**config.mk**
```make
export PLATFORM = sky130hd
export DESIGN_NAME = pcie_regs_top
export DESIGN_NICKNAME = d
export VERILOG_FILES = /design/src/hw/pcie_regs_pkg.sv /design/src/hw/tlp_rx_decode.sv /design/src/hw/reg_bank.sv /design/src/hw/cpl_tlp_build.sv /design/src/hw/core_side_glue.sv /design/src/hw/pcie_regs_top.sv
export VERILOG_INCLUDE_DIRS = /design/src /design/src/hw
export SDC_FILE = /design/constraint.sdc
export NUM_CORES = 1
export LEC_CHECK = 0
export BUFFER_PORTS_ARGS = -buffer_cell sky130_fd_sc_hd__buf_2
export CORE_ASPECT_RATIO = 0.9
export CORE_UTILIZATION = 35
export CTS_BUF_LIST = sky130_fd_sc_hd__clkbuf_4 sky130_fd_sc_hd__clkbuf_8
export CTS_CLUSTER_SIZE = 14
export DETAILED_ROUTE_END_ITERATION = 10
export PLACE_DENSITY = 0.61
export SLEW_MARGIN = 20
export SYNTH_ARGS = -nofsm -noshare
export SYNTH_HDL_FRONTEND = slang
export SYNTH_SLANG_ARGS = --single-unit
```
**constraint.sdc**
```tcl
create_clock -name clock -period 7.77 [get_ports clock]
set_input_delay 1.1655 -clock clock [delete_from_list [all_inputs] [get_ports clock]]
set_output_delay 1.1655 -clock clock [all_outputs]
set_load 0.1 [all_outputs]
```
**src/hw/pcie_regs_params.svh**
```systemverilog
`ifndef PCIE_REGS_PARAMS_SVH
`define PCIE_REGS_PARAMS_SVH

// register file size, as address bits
`define PCIE_REGS_REG_ADDR_BITS 4

// read requests waiting for a completion slot
`define PCIE_REGS_CPL_DEPTH 4

// fmt/type byte, DW0 bits 31:24
`define PCIE_REGS_FMT_MWR32 8'h40
`define PCIE_REGS_FMT_MRD32 8'h00
`define PCIE_REGS_FMT_CPLD 8'h4A

`endif

```
**src/hw/pcie_regs_pkg.sv**
```systemverilog
`default_nettype none

`include "pcie_regs_params.svh"

package pcie_regs_pkg;

   typedef logic [31:0] dword_t;
   typedef logic [63:0] qword_t;

   // bus[15:8], device[7:3], function[2:0]
   typedef logic [15:0] req_id_t;
   typedef logic [7:0] tag_t;
   typedef logic [`PCIE_REGS_REG_ADDR_BITS-1:0] reg_index_t;
   typedef logic [6:0] lower_addr_t;

   typedef enum logic [1:0]
   {
      RX_HDR,
      RX_ADDR,
      RX_SKIP
   } rx_state_t;

   typedef enum logic [1:0]
   {
      CPL_IDLE,
      CPL_HDR,
      CPL_DATA
   } cpl_state_t;

endpackage

`default_nettype wire

```
**src/hw/tlp_rx_decode.sv**
```systemverilog
`timescale 1ns/1ns
`default_nettype none

`include "pcie_regs_params.svh"

module tlp_rx_decode
(
   input  wire logic                        clock,
   input  wire logic                        rst_n,
   input  wire logic                        flush,
   input  wire pcie_regs_pkg::qword_t       rx_tdata,
   input  wire logic                        rx_tvalid,
   input  wire logic                        rx_tlast,
   output logic                             wr_en,
   output pcie_regs_pkg::reg_index_t        wr_index,
   output pcie_regs_pkg::dword_t            wr_data,
   output logic                             rd_en,
   output pcie_regs_pkg::reg_index_t        rd_index,
   output pcie_regs_pkg::req_id_t           rd_req_id,
   output pcie_regs_pkg::tag_t              rd_tag,
   output pcie_regs_pkg::lower_addr_t       rd_lower_addr
);

   pcie_regs_pkg::rx_state_t   state;
   pcie_regs_pkg::reg_index_t  index_q;
   logic                       is_write;
   logic [7:0]                 fmt_type;
   logic [9:0]                 length;
   logic                       hdr_ok;

   // header fields of beat 0, DW0
   assign fmt_type = rx_tdata[31:24];
   assign length = rx_tdata[9:0];
   assign hdr_ok = (fmt_type == `PCIE_REGS_FMT_MWR32 || fmt_type == `PCIE_REGS_FMT_MRD32)
                   && length == 10'd1;

   always_ff @(posedge clock or negedge rst_n)
   begin
      if (!rst_n)
      begin
         state <= pcie_regs_pkg::RX_HDR;
         is_write <= 1'b0;
         wr_en <= 1'b0;
         rd_en <= 1'b0;
      end
      else
      begin
         wr_en <= 1'b0;
         rd_en <= 1'b0;
         if (flush)
            state <= pcie_regs_pkg::RX_HDR;
         else if (rx_tvalid)
         begin
            case (state)
               pcie_regs_pkg::RX_HDR:
               begin
                  is_write <= fmt_type == `PCIE_REGS_FMT_MWR32;
                  // a single-beat TLP can never be a 3DW request
                  if (rx_tlast)
                     state <= pcie_regs_pkg::RX_HDR;
                  else if (hdr_ok)
                     state <= pcie_regs_pkg::RX_ADDR;
                  else
                     state <= pcie_regs_pkg::RX_SKIP;
               end
               pcie_regs_pkg::RX_ADDR:
               begin
                  if (rx_tlast)
                  begin
                     wr_en <= is_write;
                     rd_en <= !is_write;
                     state <= pcie_regs_pkg::RX_HDR;
                  end
                  else
                     state <= pcie_regs_pkg::RX_SKIP;
               end
               pcie_regs_pkg::RX_SKIP:
               begin
                  if (rx_tlast)
                     state <= pcie_regs_pkg::RX_HDR;
               end
               default:
                  state <= pcie_regs_pkg::RX_HDR;
            endcase
         end
      end
   end

   // request fields, held until the strobe
   always_ff @(posedge clock)
   begin
      if (rx_tvalid && state == pcie_regs_pkg::RX_HDR)
      begin
         rd_req_id <= rx_tdata[63:48];
         rd_tag <= rx_tdata[47:40];
      end
      if (rx_tvalid && state == pcie_regs_pkg::RX_ADDR)
      begin
         // dword address in DW2, data in DW3
         index_q <= rx_tdata[`PCIE_REGS_REG_ADDR_BITS+1:2];
         rd_lower_addr <= rx_tdata[6:0];
         wr_data <= rx_tdata[63:32];
      end
   end

   assign wr_index = index_q;
   assign rd_index = index_q;

endmodule

`default_nettype wire

```
**src/hw/reg_bank.sv**
```systemverilog
`timescale 1ns/1ns
`default_nettype none

`include "pcie_regs_params.svh"

module reg_bank
(
   input  wire logic                         clock,
   input  wire logic                         rst_n,
   input  wire logic                         wr_en,
   input  wire pcie_regs_pkg::reg_index_t    wr_index,
   input  wire pcie_regs_pkg::dword_t        wr_data,
   input  wire logic                         rd_en,
   input  wire pcie_regs_pkg::reg_index_t    rd_index,
   input  wire pcie_regs_pkg::req_id_t       rd_req_id,
   input  wire pcie_regs_pkg::tag_t          rd_tag,
   input  wire pcie_regs_pkg::lower_addr_t   rd_lower_addr,
   output logic                              rd_valid,
   output pcie_regs_pkg::dword_t             rd_data,
   output pcie_regs_pkg::req_id_t            cpl_req_id,
   output pcie_regs_pkg::tag_t               cpl_tag,
   output pcie_regs_pkg::lower_addr_t        cpl_lower_addr
);

   localparam int NUM_REGS = 1 << `PCIE_REGS_REG_ADDR_BITS;

   pcie_regs_pkg::dword_t regs [NUM_REGS];

   // device registers, cleared only by rst_n
   always_ff @(posedge clock or negedge rst_n)
   begin
      if (!rst_n)
      begin
         for (int i = 0; i < NUM_REGS; i++)
            regs[i] <= '0;
      end
      else if (wr_en)
         regs[wr_index] <= wr_data;
   end

   always_ff @(posedge clock or negedge rst_n)
   begin
      if (!rst_n)
         rd_valid <= 1'b0;
      else
         rd_valid <= rd_en;
   end

   // same-cycle write to the read index returns the old value
   always_ff @(posedge clock)
   begin
      if (rd_en)
      begin
         rd_data <= regs[rd_index];
         cpl_req_id <= rd_req_id;
         cpl_tag <= rd_tag;
         cpl_lower_addr <= rd_lower_addr;
      end
   end

endmodule

`default_nettype wire

```
**src/hw/cpl_tlp_build.sv**
```systemverilog
`timescale 1ns/1ns
`default_nettype none

`include "pcie_regs_params.svh"

module cpl_tlp_build
(
   input  wire logic                         clock,
   input  wire logic                         rst_n,
   input  wire logic                         flush,
   input  wire logic                         rd_valid,
   input  wire pcie_regs_pkg::dword_t        rd_data,
   input  wire pcie_regs_pkg::req_id_t       cpl_req_id,
   input  wire pcie_regs_pkg::tag_t          cpl_tag,
   input  wire pcie_regs_pkg::lower_addr_t   cpl_lower_addr,
   input  wire pcie_regs_pkg::req_id_t       completer_id,
   input  wire logic                         tx_tready,
   output pcie_regs_pkg::qword_t             tx_tdata,
   output logic                              tx_tvalid,
   output logic                              tx_tlast,
   output logic                              cpl_pending
);

   localparam int DEPTH = `PCIE_REGS_CPL_DEPTH;
   localparam int PTR_W = $clog2(DEPTH);

   pcie_regs_pkg::dword_t       q_data [DEPTH];
   pcie_regs_pkg::req_id_t      q_req_id [DEPTH];
   pcie_regs_pkg::tag_t         q_tag [DEPTH];
   pcie_regs_pkg::lower_addr_t  q_lower [DEPTH];

   pcie_regs_pkg::cpl_state_t   state;
   logic [PTR_W-1:0]            wr_ptr;
   logic [PTR_W-1:0]            rd_ptr;
   logic [PTR_W:0]              count;
   logic                        push;
   logic                        pop;

   // a read arriving with the queue full is lost
   assign push = rd_valid && count != DEPTH[PTR_W:0] && !flush;
   assign pop = state == pcie_regs_pkg::CPL_DATA && tx_tready;

   always_ff @(posedge clock)
   begin
      if (push)
      begin
         q_data[wr_ptr] <= rd_data;
         q_req_id[wr_ptr] <= cpl_req_id;
         q_tag[wr_ptr] <= cpl_tag;
         q_lower[wr_ptr] <= cpl_lower_addr;
      end
   end

   // pointers wrap naturally, depth is a power of two
   always_ff @(posedge clock or negedge rst_n)
   begin
      if (!rst_n)
      begin
         state <= pcie_regs_pkg::CPL_IDLE;
         wr_ptr <= '0;
         rd_ptr <= '0;
         count <= '0;
      end
      else if (flush)
      begin
         state <= pcie_regs_pkg::CPL_IDLE;
         wr_ptr <= '0;
         rd_ptr <= '0;
         count <= '0;
      end
      else
      begin
         if (push)
            wr_ptr <= wr_ptr + 1'b1;
         if (pop)
            rd_ptr <= rd_ptr + 1'b1;
         if (push && !pop)
            count <= count + 1'b1;
         else if (pop && !push)
            count <= count - 1'b1;

         case (state)
            pcie_regs_pkg::CPL_IDLE:
               if (count != '0)
                  state <= pcie_regs_pkg::CPL_HDR;
            pcie_regs_pkg::CPL_HDR:
               if (tx_tready)
                  state <= pcie_regs_pkg::CPL_DATA;
            pcie_regs_pkg::CPL_DATA:
            begin
               // go straight on to the next completion if one waits
               if (tx_tready)
               begin
                  if (count > 1 || push)
                     state <= pcie_regs_pkg::CPL_HDR;
                  else
                     state <= pcie_regs_pkg::CPL_IDLE;
               end
            end
            default:
               state <= pcie_regs_pkg::CPL_IDLE;
         endcase
      end
   end

   // head entry stays put until its data beat is taken
   always_comb
   begin
      if (state == pcie_regs_pkg::CPL_DATA)
         tx_tdata = {q_data[rd_ptr], q_req_id[rd_ptr], q_tag[rd_ptr], 1'b0, q_lower[rd_ptr]};
      else
         tx_tdata = {completer_id, 3'b000, 1'b0, 12'd4, `PCIE_REGS_FMT_CPLD, 14'd0, 10'd1};
   end

   assign tx_tvalid = state != pcie_regs_pkg::CPL_IDLE;
   assign tx_tlast = state == pcie_regs_pkg::CPL_DATA;
   assign cpl_pending = count != '0;

endmodule

`default_nettype wire

```
**src/hw/core_side_glue.sv**
```systemverilog
`timescale 1ns/1ns
`default_nettype none

module core_side_glue
(
   input  wire logic                     clock,
   input  wire logic                     rst_n,
   input  wire logic                     user_reset,
   input  wire logic                     user_lnk_up,
   input  wire logic [7:0]               cfg_bus_number,
   input  wire logic [4:0]               cfg_device_number,
   input  wire logic [2:0]               cfg_function_number,
   input  wire logic                     cfg_to_turnoff,
   input  wire logic                     cpl_pending,
   input  wire logic                     interrupt,
   input  wire logic                     cfg_interrupt_rdy,
   output logic                          pcie_reset,
   output pcie_regs_pkg::req_id_t        pcie_id,
   output logic                          cfg_turnoff_ok,
   output logic                          cfg_interrupt
);

   always_ff @(posedge clock or negedge rst_n)
   begin
      if (!rst_n)
      begin
         pcie_reset <= 1'b1;
         pcie_id <= '0;
         cfg_turnoff_ok <= 1'b0;
         cfg_interrupt <= 1'b0;
      end
      else
      begin
         // link down counts as reset for the datapath
         pcie_reset <= user_reset | ~user_lnk_up;
         pcie_id <= {cfg_bus_number, cfg_device_number, cfg_function_number};

         // no ack while a completion still has to go out
         cfg_turnoff_ok <= cfg_to_turnoff & ~cpl_pending;

         // request held until the core takes it
         if (interrupt)
            cfg_interrupt <= 1'b1;
         else if (cfg_interrupt_rdy)
            cfg_interrupt <= 1'b0;
      end
   end

endmodule

`default_nettype wire

```
**src/hw/pcie_regs_top.sv**
```systemverilog
`timescale 1ns/1ns
`default_nettype none

module pcie_regs_top
(
   input  wire logic                     clock,
   input  wire logic                     rst_n,
   input  wire pcie_regs_pkg::qword_t    rx_tdata,
   input  wire logic                     rx_tvalid,
   input  wire logic                     rx_tlast,
   output pcie_regs_pkg::qword_t         tx_tdata,
   output logic                          tx_tvalid,
   output logic                          tx_tlast,
   input  wire logic                     tx_tready,
   input  wire logic                     user_reset,
   input  wire logic                     user_lnk_up,
   input  wire logic [7:0]               cfg_bus_number,
   input  wire logic [4:0]               cfg_device_number,
   input  wire logic [2:0]               cfg_function_number,
   input  wire logic                     cfg_to_turnoff,
   output logic                          cfg_turnoff_ok,
   output logic                          cfg_interrupt,
   input  wire logic                     cfg_interrupt_rdy,
   output logic                          pcie_reset,
   output pcie_regs_pkg::req_id_t        pcie_id,
   input  wire logic                     interrupt
);

   logic                         wr_en;
   pcie_regs_pkg::reg_index_t    wr_index;
   pcie_regs_pkg::dword_t        wr_data;
   logic                         rd_en;
   pcie_regs_pkg::reg_index_t    rd_index;
   pcie_regs_pkg::req_id_t       rd_req_id;
   pcie_regs_pkg::tag_t          rd_tag;
   pcie_regs_pkg::lower_addr_t   rd_lower_addr;
   logic                         rd_valid;
   pcie_regs_pkg::dword_t        rd_data;
   pcie_regs_pkg::req_id_t       cpl_req_id;
   pcie_regs_pkg::tag_t          cpl_tag;
   pcie_regs_pkg::lower_addr_t   cpl_lower_addr;
   logic                         cpl_pending;

   tlp_rx_decode rx_decode_i
   (
      .clock(clock),
      .rst_n(rst_n),
      .flush(pcie_reset),
      .rx_tdata(rx_tdata),
      .rx_tvalid(rx_tvalid),
      .rx_tlast(rx_tlast),
      .wr_en(wr_en),
      .wr_index(wr_index),
      .wr_data(wr_data),
      .rd_en(rd_en),
      .rd_index(rd_index),
      .rd_req_id(rd_req_id),
      .rd_tag(rd_tag),
      .rd_lower_addr(rd_lower_addr)
   );

   reg_bank reg_bank_i
   (
      .clock(clock),
      .rst_n(rst_n),
      .wr_en(wr_en),
      .wr_index(wr_index),
      .wr_data(wr_data),
      .rd_en(rd_en),
      .rd_index(rd_index),
      .rd_req_id(rd_req_id),
      .rd_tag(rd_tag),
      .rd_lower_addr(rd_lower_addr),
      .rd_valid(rd_valid),
      .rd_data(rd_data),
      .cpl_req_id(cpl_req_id),
      .cpl_tag(cpl_tag),
      .cpl_lower_addr(cpl_lower_addr)
   );

   cpl_tlp_build cpl_build_i
   (
      .clock(clock),
      .rst_n(rst_n),
      .flush(pcie_reset),
      .rd_valid(rd_valid),
      .rd_data(rd_data),
      .cpl_req_id(cpl_req_id),
      .cpl_tag(cpl_tag),
      .cpl_lower_addr(cpl_lower_addr),
      .completer_id(pcie_id),
      .tx_tready(tx_tready),
      .tx_tdata(tx_tdata),
      .tx_tvalid(tx_tvalid),
      .tx_tlast(tx_tlast),
      .cpl_pending(cpl_pending)
   );

   core_side_glue glue_i
   (
      .clock(clock),
      .rst_n(rst_n),
      .user_reset(user_reset),
      .user_lnk_up(user_lnk_up),
      .cfg_bus_number(cfg_bus_number),
      .cfg_device_number(cfg_device_number),
      .cfg_function_number(cfg_function_number),
      .cfg_to_turnoff(cfg_to_turnoff),
      .cpl_pending(cpl_pending),
      .interrupt(interrupt),
      .cfg_interrupt_rdy(cfg_interrupt_rdy),
      .pcie_reset(pcie_reset),
      .pcie_id(pcie_id),
      .cfg_turnoff_ok(cfg_turnoff_ok),
      .cfg_interrupt(cfg_interrupt)
   );

endmodule

`default_nettype wire

```
==> results of run 1 <==
state kept, by name (all words and copies together), names as in the netlist, 16 cells and up:
register	flops
reg_bank_i.regs	512
cpl_build_i.q_data	128
cpl_build_i.q_req_id	64
cpl_build_i.q_tag	32
reg_bank_i.rd_data	32
rx_decode_i.wr_data	32
cpl_build_i.q_lower	28
glue_i.pcie_id	16
reg_bank_i.cpl_req_id	16
rx_decode_i.rd_req_id	16
layout by cell type, fill, tap and decap left out, drive strengths merged, types with 2 or more instances in the layout:
master / instances
a21oi: 6
a22oi: 64
and2: 47
buf: 198
clkbuf: 235
clkinv: 34
clkinvlp: 3
dfrtp: 545
diode: 3
edfxtp: 378
ha: 9
inv: 13
mux2: 512
mux4: 191
nand2: 87
nand2b: 11
nand3: 2
nand3b: 3
nand4: 2
nor2: 27
nor2b: 3
nor3: 5
nor3b: 3
nor4: 2
o21ai: 3
or3: 2
xor2: 4
through the flow:
step	area [µm²]	std cells
6_report	43100	3787
5_1_grt	43100	3785
4_1_cts	43000	3780
3_5_place_dp	39800	3503
3_3_place_gp	39800	3502
2_1_floorplan	37600	2080
power by group:
group | total (mW) | internal (mW) | leakage (nW) | switching (mW)
logic | 0.225 | 0.0510 | 5.73 | 0.173
clock network | 4.30 | 2.41 | 1.68 | 1.89
registers | 5.11 | 5.10 | 11.0 | 0.0168
layout make-up:
type	count	area [µm²]	share of cell area, %
Inverter	9	35.0	0.0813
Clock inverter	42	245	0.569
Sequential cell	924	25000	58.1
Multi-Input combinational cell	996	11900	27.7
Timing Repair Buffer	198	1220	2.83
Clock buffer	235	2900	6.72
Tap cell	1380	1730	4.01
Antenna cell	3	7.51	0.0174
cells by family after synthesis:
group                      Yosys count  synth area share (%)
DFF                                924                  66.6
muxes                              704                  26.8
and+or+nand+nor                    198                  2.60
buffers and inverters              160                  2.03
AOI/OAI and AO/OA                   79                  1.52
adders and majority gates            9                 0.300
xor gates and xnor gates             5                 0.117
other                                1               0.00998
path summary, 6_finish.rpt:
path	to	slack, ns	cells past startpoint
max	tx_tdata[11]	3.06	4
min	reg_bank_i.regs[104]	0.38	1
max reg2reg	reg_bank_i.rd_data[26]	3.97	5
min reg2reg	reg_bank_i.cpl_req_id[8]	0.41	0
max in group asynchronous	reg_bank_i.regs[268]	5.48	3
min in group clock	reg_bank_i.cpl_req_id[8]	0.41	0
metal layers:
layer	part of all wire [%]	global-route usage (%)	routed length, µm	vias up
met5	0	0	0	-
met2	47	26.7	42900	558
met3	5.1	3.82	4640	155
met4	2.8	6.44	2490	0
li1	-	-	-	8341
met1	45	22.8	40500	10700
==> run metrics, run 1 <==
outcome=completed; Final #Nets=between 2,000 and 2,500; Filler cells=9,424; initial antenna violation count=7; Synth top area share=36.3%; H-tree depth=4; Netlist Area Pre-Place=37,600 µm²; CP Launch Type=flip-flop; vias per inst=5.22; syn_area_per_cell=18.1 µm²; CTS tree=built; RSZ-0062 raised after global routing=false; Worst Clk Skew=0.0320 ns; Synth Net Count=between 2,000 and 2,500; clock latency on the worst-skew pair=around 0.80 ns; IO Port Bufs=159; drt drc=0; Root Buffer=clkbuf_8; #FFs+latches synth=924; register area share after synthesis=66.6%; Clock Sinks=924; CTS Buffer Depth=3; DR pass1 iterations=5; Period Utilization, post-route=between 60% and 70%; min-delay worst type=input port to async pin; Slew HR=24.3%; most common cell in the netlist=dfrtp_1; number of gates resized after CTS=0; core area=between 100,000 and 150,000 µm²; dpl hpwl=about 50,000 µm; biggest area consumer among synthesized cells=dfrtp_1; number of max-cap violations=0; WP data required=6.60 ns; global route overflow=0; WP buf/inv=2; top post-synthesis cells by area=dfrtp_1 (36%), edfxtp_1 (30%), mux2_2 (15%); Die Y=313 µm; Syn Inst Count=2,080; fmax=0.212 GHz; CTS Hold Bufs=0; Die X=347 µm; Iter 0 DRT Violations=1,218; ys flop type=dfrtp_1; Final Max Tran Viols=0; setup ws final=approximately 3 ns; CP Max Fanout=35; Leak=18.4 nW; reg2reg start=rx_decode_i.rd_index[0]; final setup vio count=0; Peak VDD IR=approximately 100 µV; Tot Pwr=9.64 mW; worst slew pin tran=1.13 ns; number of synthesized flops with an enable pin=378; Layout area overhead=14.7%; ys async rst share=59.1%; Setup crit end kind=output port; fin util=40.7%; critical path class=flip-flop to output port; PD cells=around 220 nW/µm²; CP peak stage delay=0.91 ns; setup TNS=0 ns; CP top delay family=buffers and inverters; crit path launch=cpl_build_i.rd_ptr[0]; I/O Pins=between 150 and 200; CP max-delay cell=dfrtp_4; post-place setup slack=roughly 3.8 ns; clk slew on worst S/H paths=0.06 ns; DRT antenna net count=0; total setup buffers inserted after CTS=0; DR WL/cell=23.9 µm; vias in the first global route=21,700; CTS buffer count=150; hold slack final=0.377 ns; CP arrival=around 3.5 ns; Initial Utilization=between 30 and 40%; Routed WL=90,500 µm; final-report hold violation count=0; list of most frequent post-synthesis cells=dfrtp_1 (545), mux2_2 (493), edfxtp_1 (378), mux4_2 (191), nand2_1 (87); min Tclk post-route=4.71 ns; row cnt=~110; Die Area=109,000 µm²; synth unique cells=45; Synth warnings=0; first-pass GRT wire length=137,000 µm; GRT Overall Usage=16.9%; via count=between 15,000 and 20,000; CP Cell Sequence=buf_4, mux4_2, and2_1, buf_2; largest net degree at the start of global routing=198; share of cells above drive strength 1=between 40% and 50%; GPL Wtd Cong=between 0.7 and 0.8
No activity file was read; power rests on OpenSTA's default activity.
==> run 2: changes to the inputs <==
PLACE_DENSITY = 0.63   (was 0.61)
clock period = 4.2 ns   (was 7.77 ns; I/O delays follow)
==> run metrics, run 2 (synthesis results as in run 1) <==
IO Port Bufs=159 (unchanged); DR pass1 iterations=6 (+1); first-pass GRT wire length=136,000 µm (-0.62%); Die Y=313 µm (unchanged); Largest register FFs=512 (unchanged); Hold Crit Endpoint=rx_decode_i.wr_data[3]; Clock Sinks=924 (unchanged); Final Max Tran Viols=0 (unchanged); CP Max Fanout=55 (+57%); I/O Pins=175 (unchanged); Final #Nets=2,413 (+1.5%); share of cells above drive strength 1=48.2% (-0.68 points); Root Buffer=clkbuf_8; WP data required=3.57 ns (-3.03 ns); drt drc=0 (unchanged); placed cell areas=40,000 µm² (+0.54%); CTS tree=built; vias per inst=5.18 (-0.75%); fin util=41.1% (+0.40 points); global route overflow=0 (unchanged); Peak VDD IR=192 µV (+89%); H-tree depth=4 (unchanged); final setup vio count=0 (unchanged); commonest non-fill, non-tap cells in the layout=dfrtp_1 (542), mux2_2 (493), edfxtp_1 (378); outcome=completed; core area=106,000 µm² (unchanged); GRT Overall Usage=16.7% (-0.20 points); reg2reg end=reg_bank_i.regs[408]; vias in the first global route=21,800 (+0.57%); Slew HR=25.8% (+1.5 points); Largest regs=reg_bank_i.regs (512), cpl_build_i.q_data (128), cpl_build_i.q_req_id (64); CP arrival=3.19 ns (-0.35 ns); CP Launch Type=flip-flop; R2R setup slack=1.17 ns (-2.80 ns); CTS buffer count=148 (-1.3%); initial antenna violation count=6 (-1); GPL Wtd Cong=0.736 (-0.86%); min Tclk post-route=3.82 ns; worst slew pin tran=1.10 ns (-0.0379 ns); Tot Pwr=17.8 mW (+85%); clock latency on the worst-skew pair=0.80 ns (about the same); Period Utilization, post-route=90.9%; via count=19,800 (+0.091%); Die Area=109,000 µm² (unchanged); Setup crit end kind=output port; CTS Buffer Depth=3 (unchanged); reg2reg start=rx_decode_i.rd_index[1]; Initial Utilization=35.5% (unchanged); largest net degree at the start of global routing=121 (-39%); hold path depth=1; setup TNS=0 ns (unchanged); Largest Register=reg_bank_i.regs; Final Cell Area=43,500 µm² (+0.97%); dpl hpwl=51,300 µm (+1.9%); min-delay worst type=input port to flip-flop; Layout area overhead=15.8%; RSZ-0062 raised after global routing=false; post-place setup slack=1.13 ns (-2.64 ns); final-report hold violation count=0 (unchanged); min-delay src=rx_tdata[35]; row cnt=113 (unchanged); Worst Clk Skew=0.0210 ns (-0.0110 ns); Routed WL=89,300 µm (-1.3%); setup ws final=0.382 ns (-2.68 ns); Leak=18.6 nW (+0.85%); fmax=~0.26 GHz; DRT antenna net count=0 (unchanged); Die X=347 µm (unchanged); commonest non-fill, non-tap cell in the layout=dfrtp_1; number of max-cap violations=0 (unchanged); worst r2r path cells=4 (-1); clk slew on worst S/H paths=0.06 ns (about the same); critical path class=flip-flop to output port; number of gates resized after CTS=0 (unchanged); Iter 0 DRT Violations=1,286 (+5.6%); DR WL/cell=23.4 µm (-2.1%); PD cells=410 nW/µm² (+83%)
-- run 2: cell types whose count changed in the layout (fill, tap and decap cells not counted), moves of 3 or more --
cell,delta
dlygate4sd3_1,+34
buf_12,+11
clkbuf_8,-9
clkbuf_4,+6
clkinv_2,-5
buf_4,-4
clkinvlp_4,+3
-- run 2: timing repair --
| action | in CTS | in global routing |
|---|---|---|
| buffers inserted | 0 | 0 |
| endpoints found under the hold margin | 80 | 0 |
| hold buffers | 34 | 0 |
-- run 2: critical path: stages, from the launching register on --
cell and delay, ns:
dfrtp_1 0.42, nand2b_1 0.16, buf_4 0.22, inv_2 0.68, buf_4 0.33, nand2_1 0.07
nand2_1 0.07, buf_2 0.42
-- run 2: power by group --
| group | switching (mW) | internal (mW) |
|---|---|---|
| combinational | 0.327 | 0.113 |
| clock | 3.48 | 4.46 |
| sequential | 0.0302 | 9.43 |
-- run 2: layer usage --
metal | up-vias | GRT usage [%] | routed length, µm
met5 | - | 0 | 0
met4 | 0 | 5.79 | 2060
met3 | 146 | 3.87 | 4680
met2 | 527 | 27.3 | 43400
met1 | 10700 | 21.9 | 39100
li1 | 8411 | - | -
-- run 2: worst max path at each step --
stage | slack (ns) | from | endpoint | depth (start not counted)
2_1_floorplan | 0.97 | cpl_build_i.count[0] | cpl_build_i.q_data[0][0] | 5
3_3_place_gp | 1.19 | cpl_build_i.state[0] | tx_tdata[59] | 7
3_5_place_dp | 1.13 | cpl_build_i.state[0] | tx_tdata[59] | 7
4_1_cts | 0.23 | cpl_build_i.state[0] | tx_tdata[50] | 7
5_1_grt | 0.13 | cpl_build_i.state[0] | tx_tdata[59] | 7
6_report | 0.38 | cpl_build_i.state[0] | tx_tdata[50] | 7
-- run 2: layout make-up --
class	count	area, µm²
timing repair buffer	235	1670
sequential	924	25000
multi-input combinational	996	11900
antenna	1	2.50
inverter	9	33.8
fill	9287	62400
clock inverter	42	297
tap	1380	1730
clock buffer	232	2820
-- run 2: metrics by stage --
step           hold slack [ns]  std cells
3_3_place_gp             0.406       3510
3_5_place_dp             0.405       3510
6_report                0.0656       3819
2_1_floorplan            0.334       2080
4_1_cts                0.00176       3818
5_1_grt                 0.0144       3819
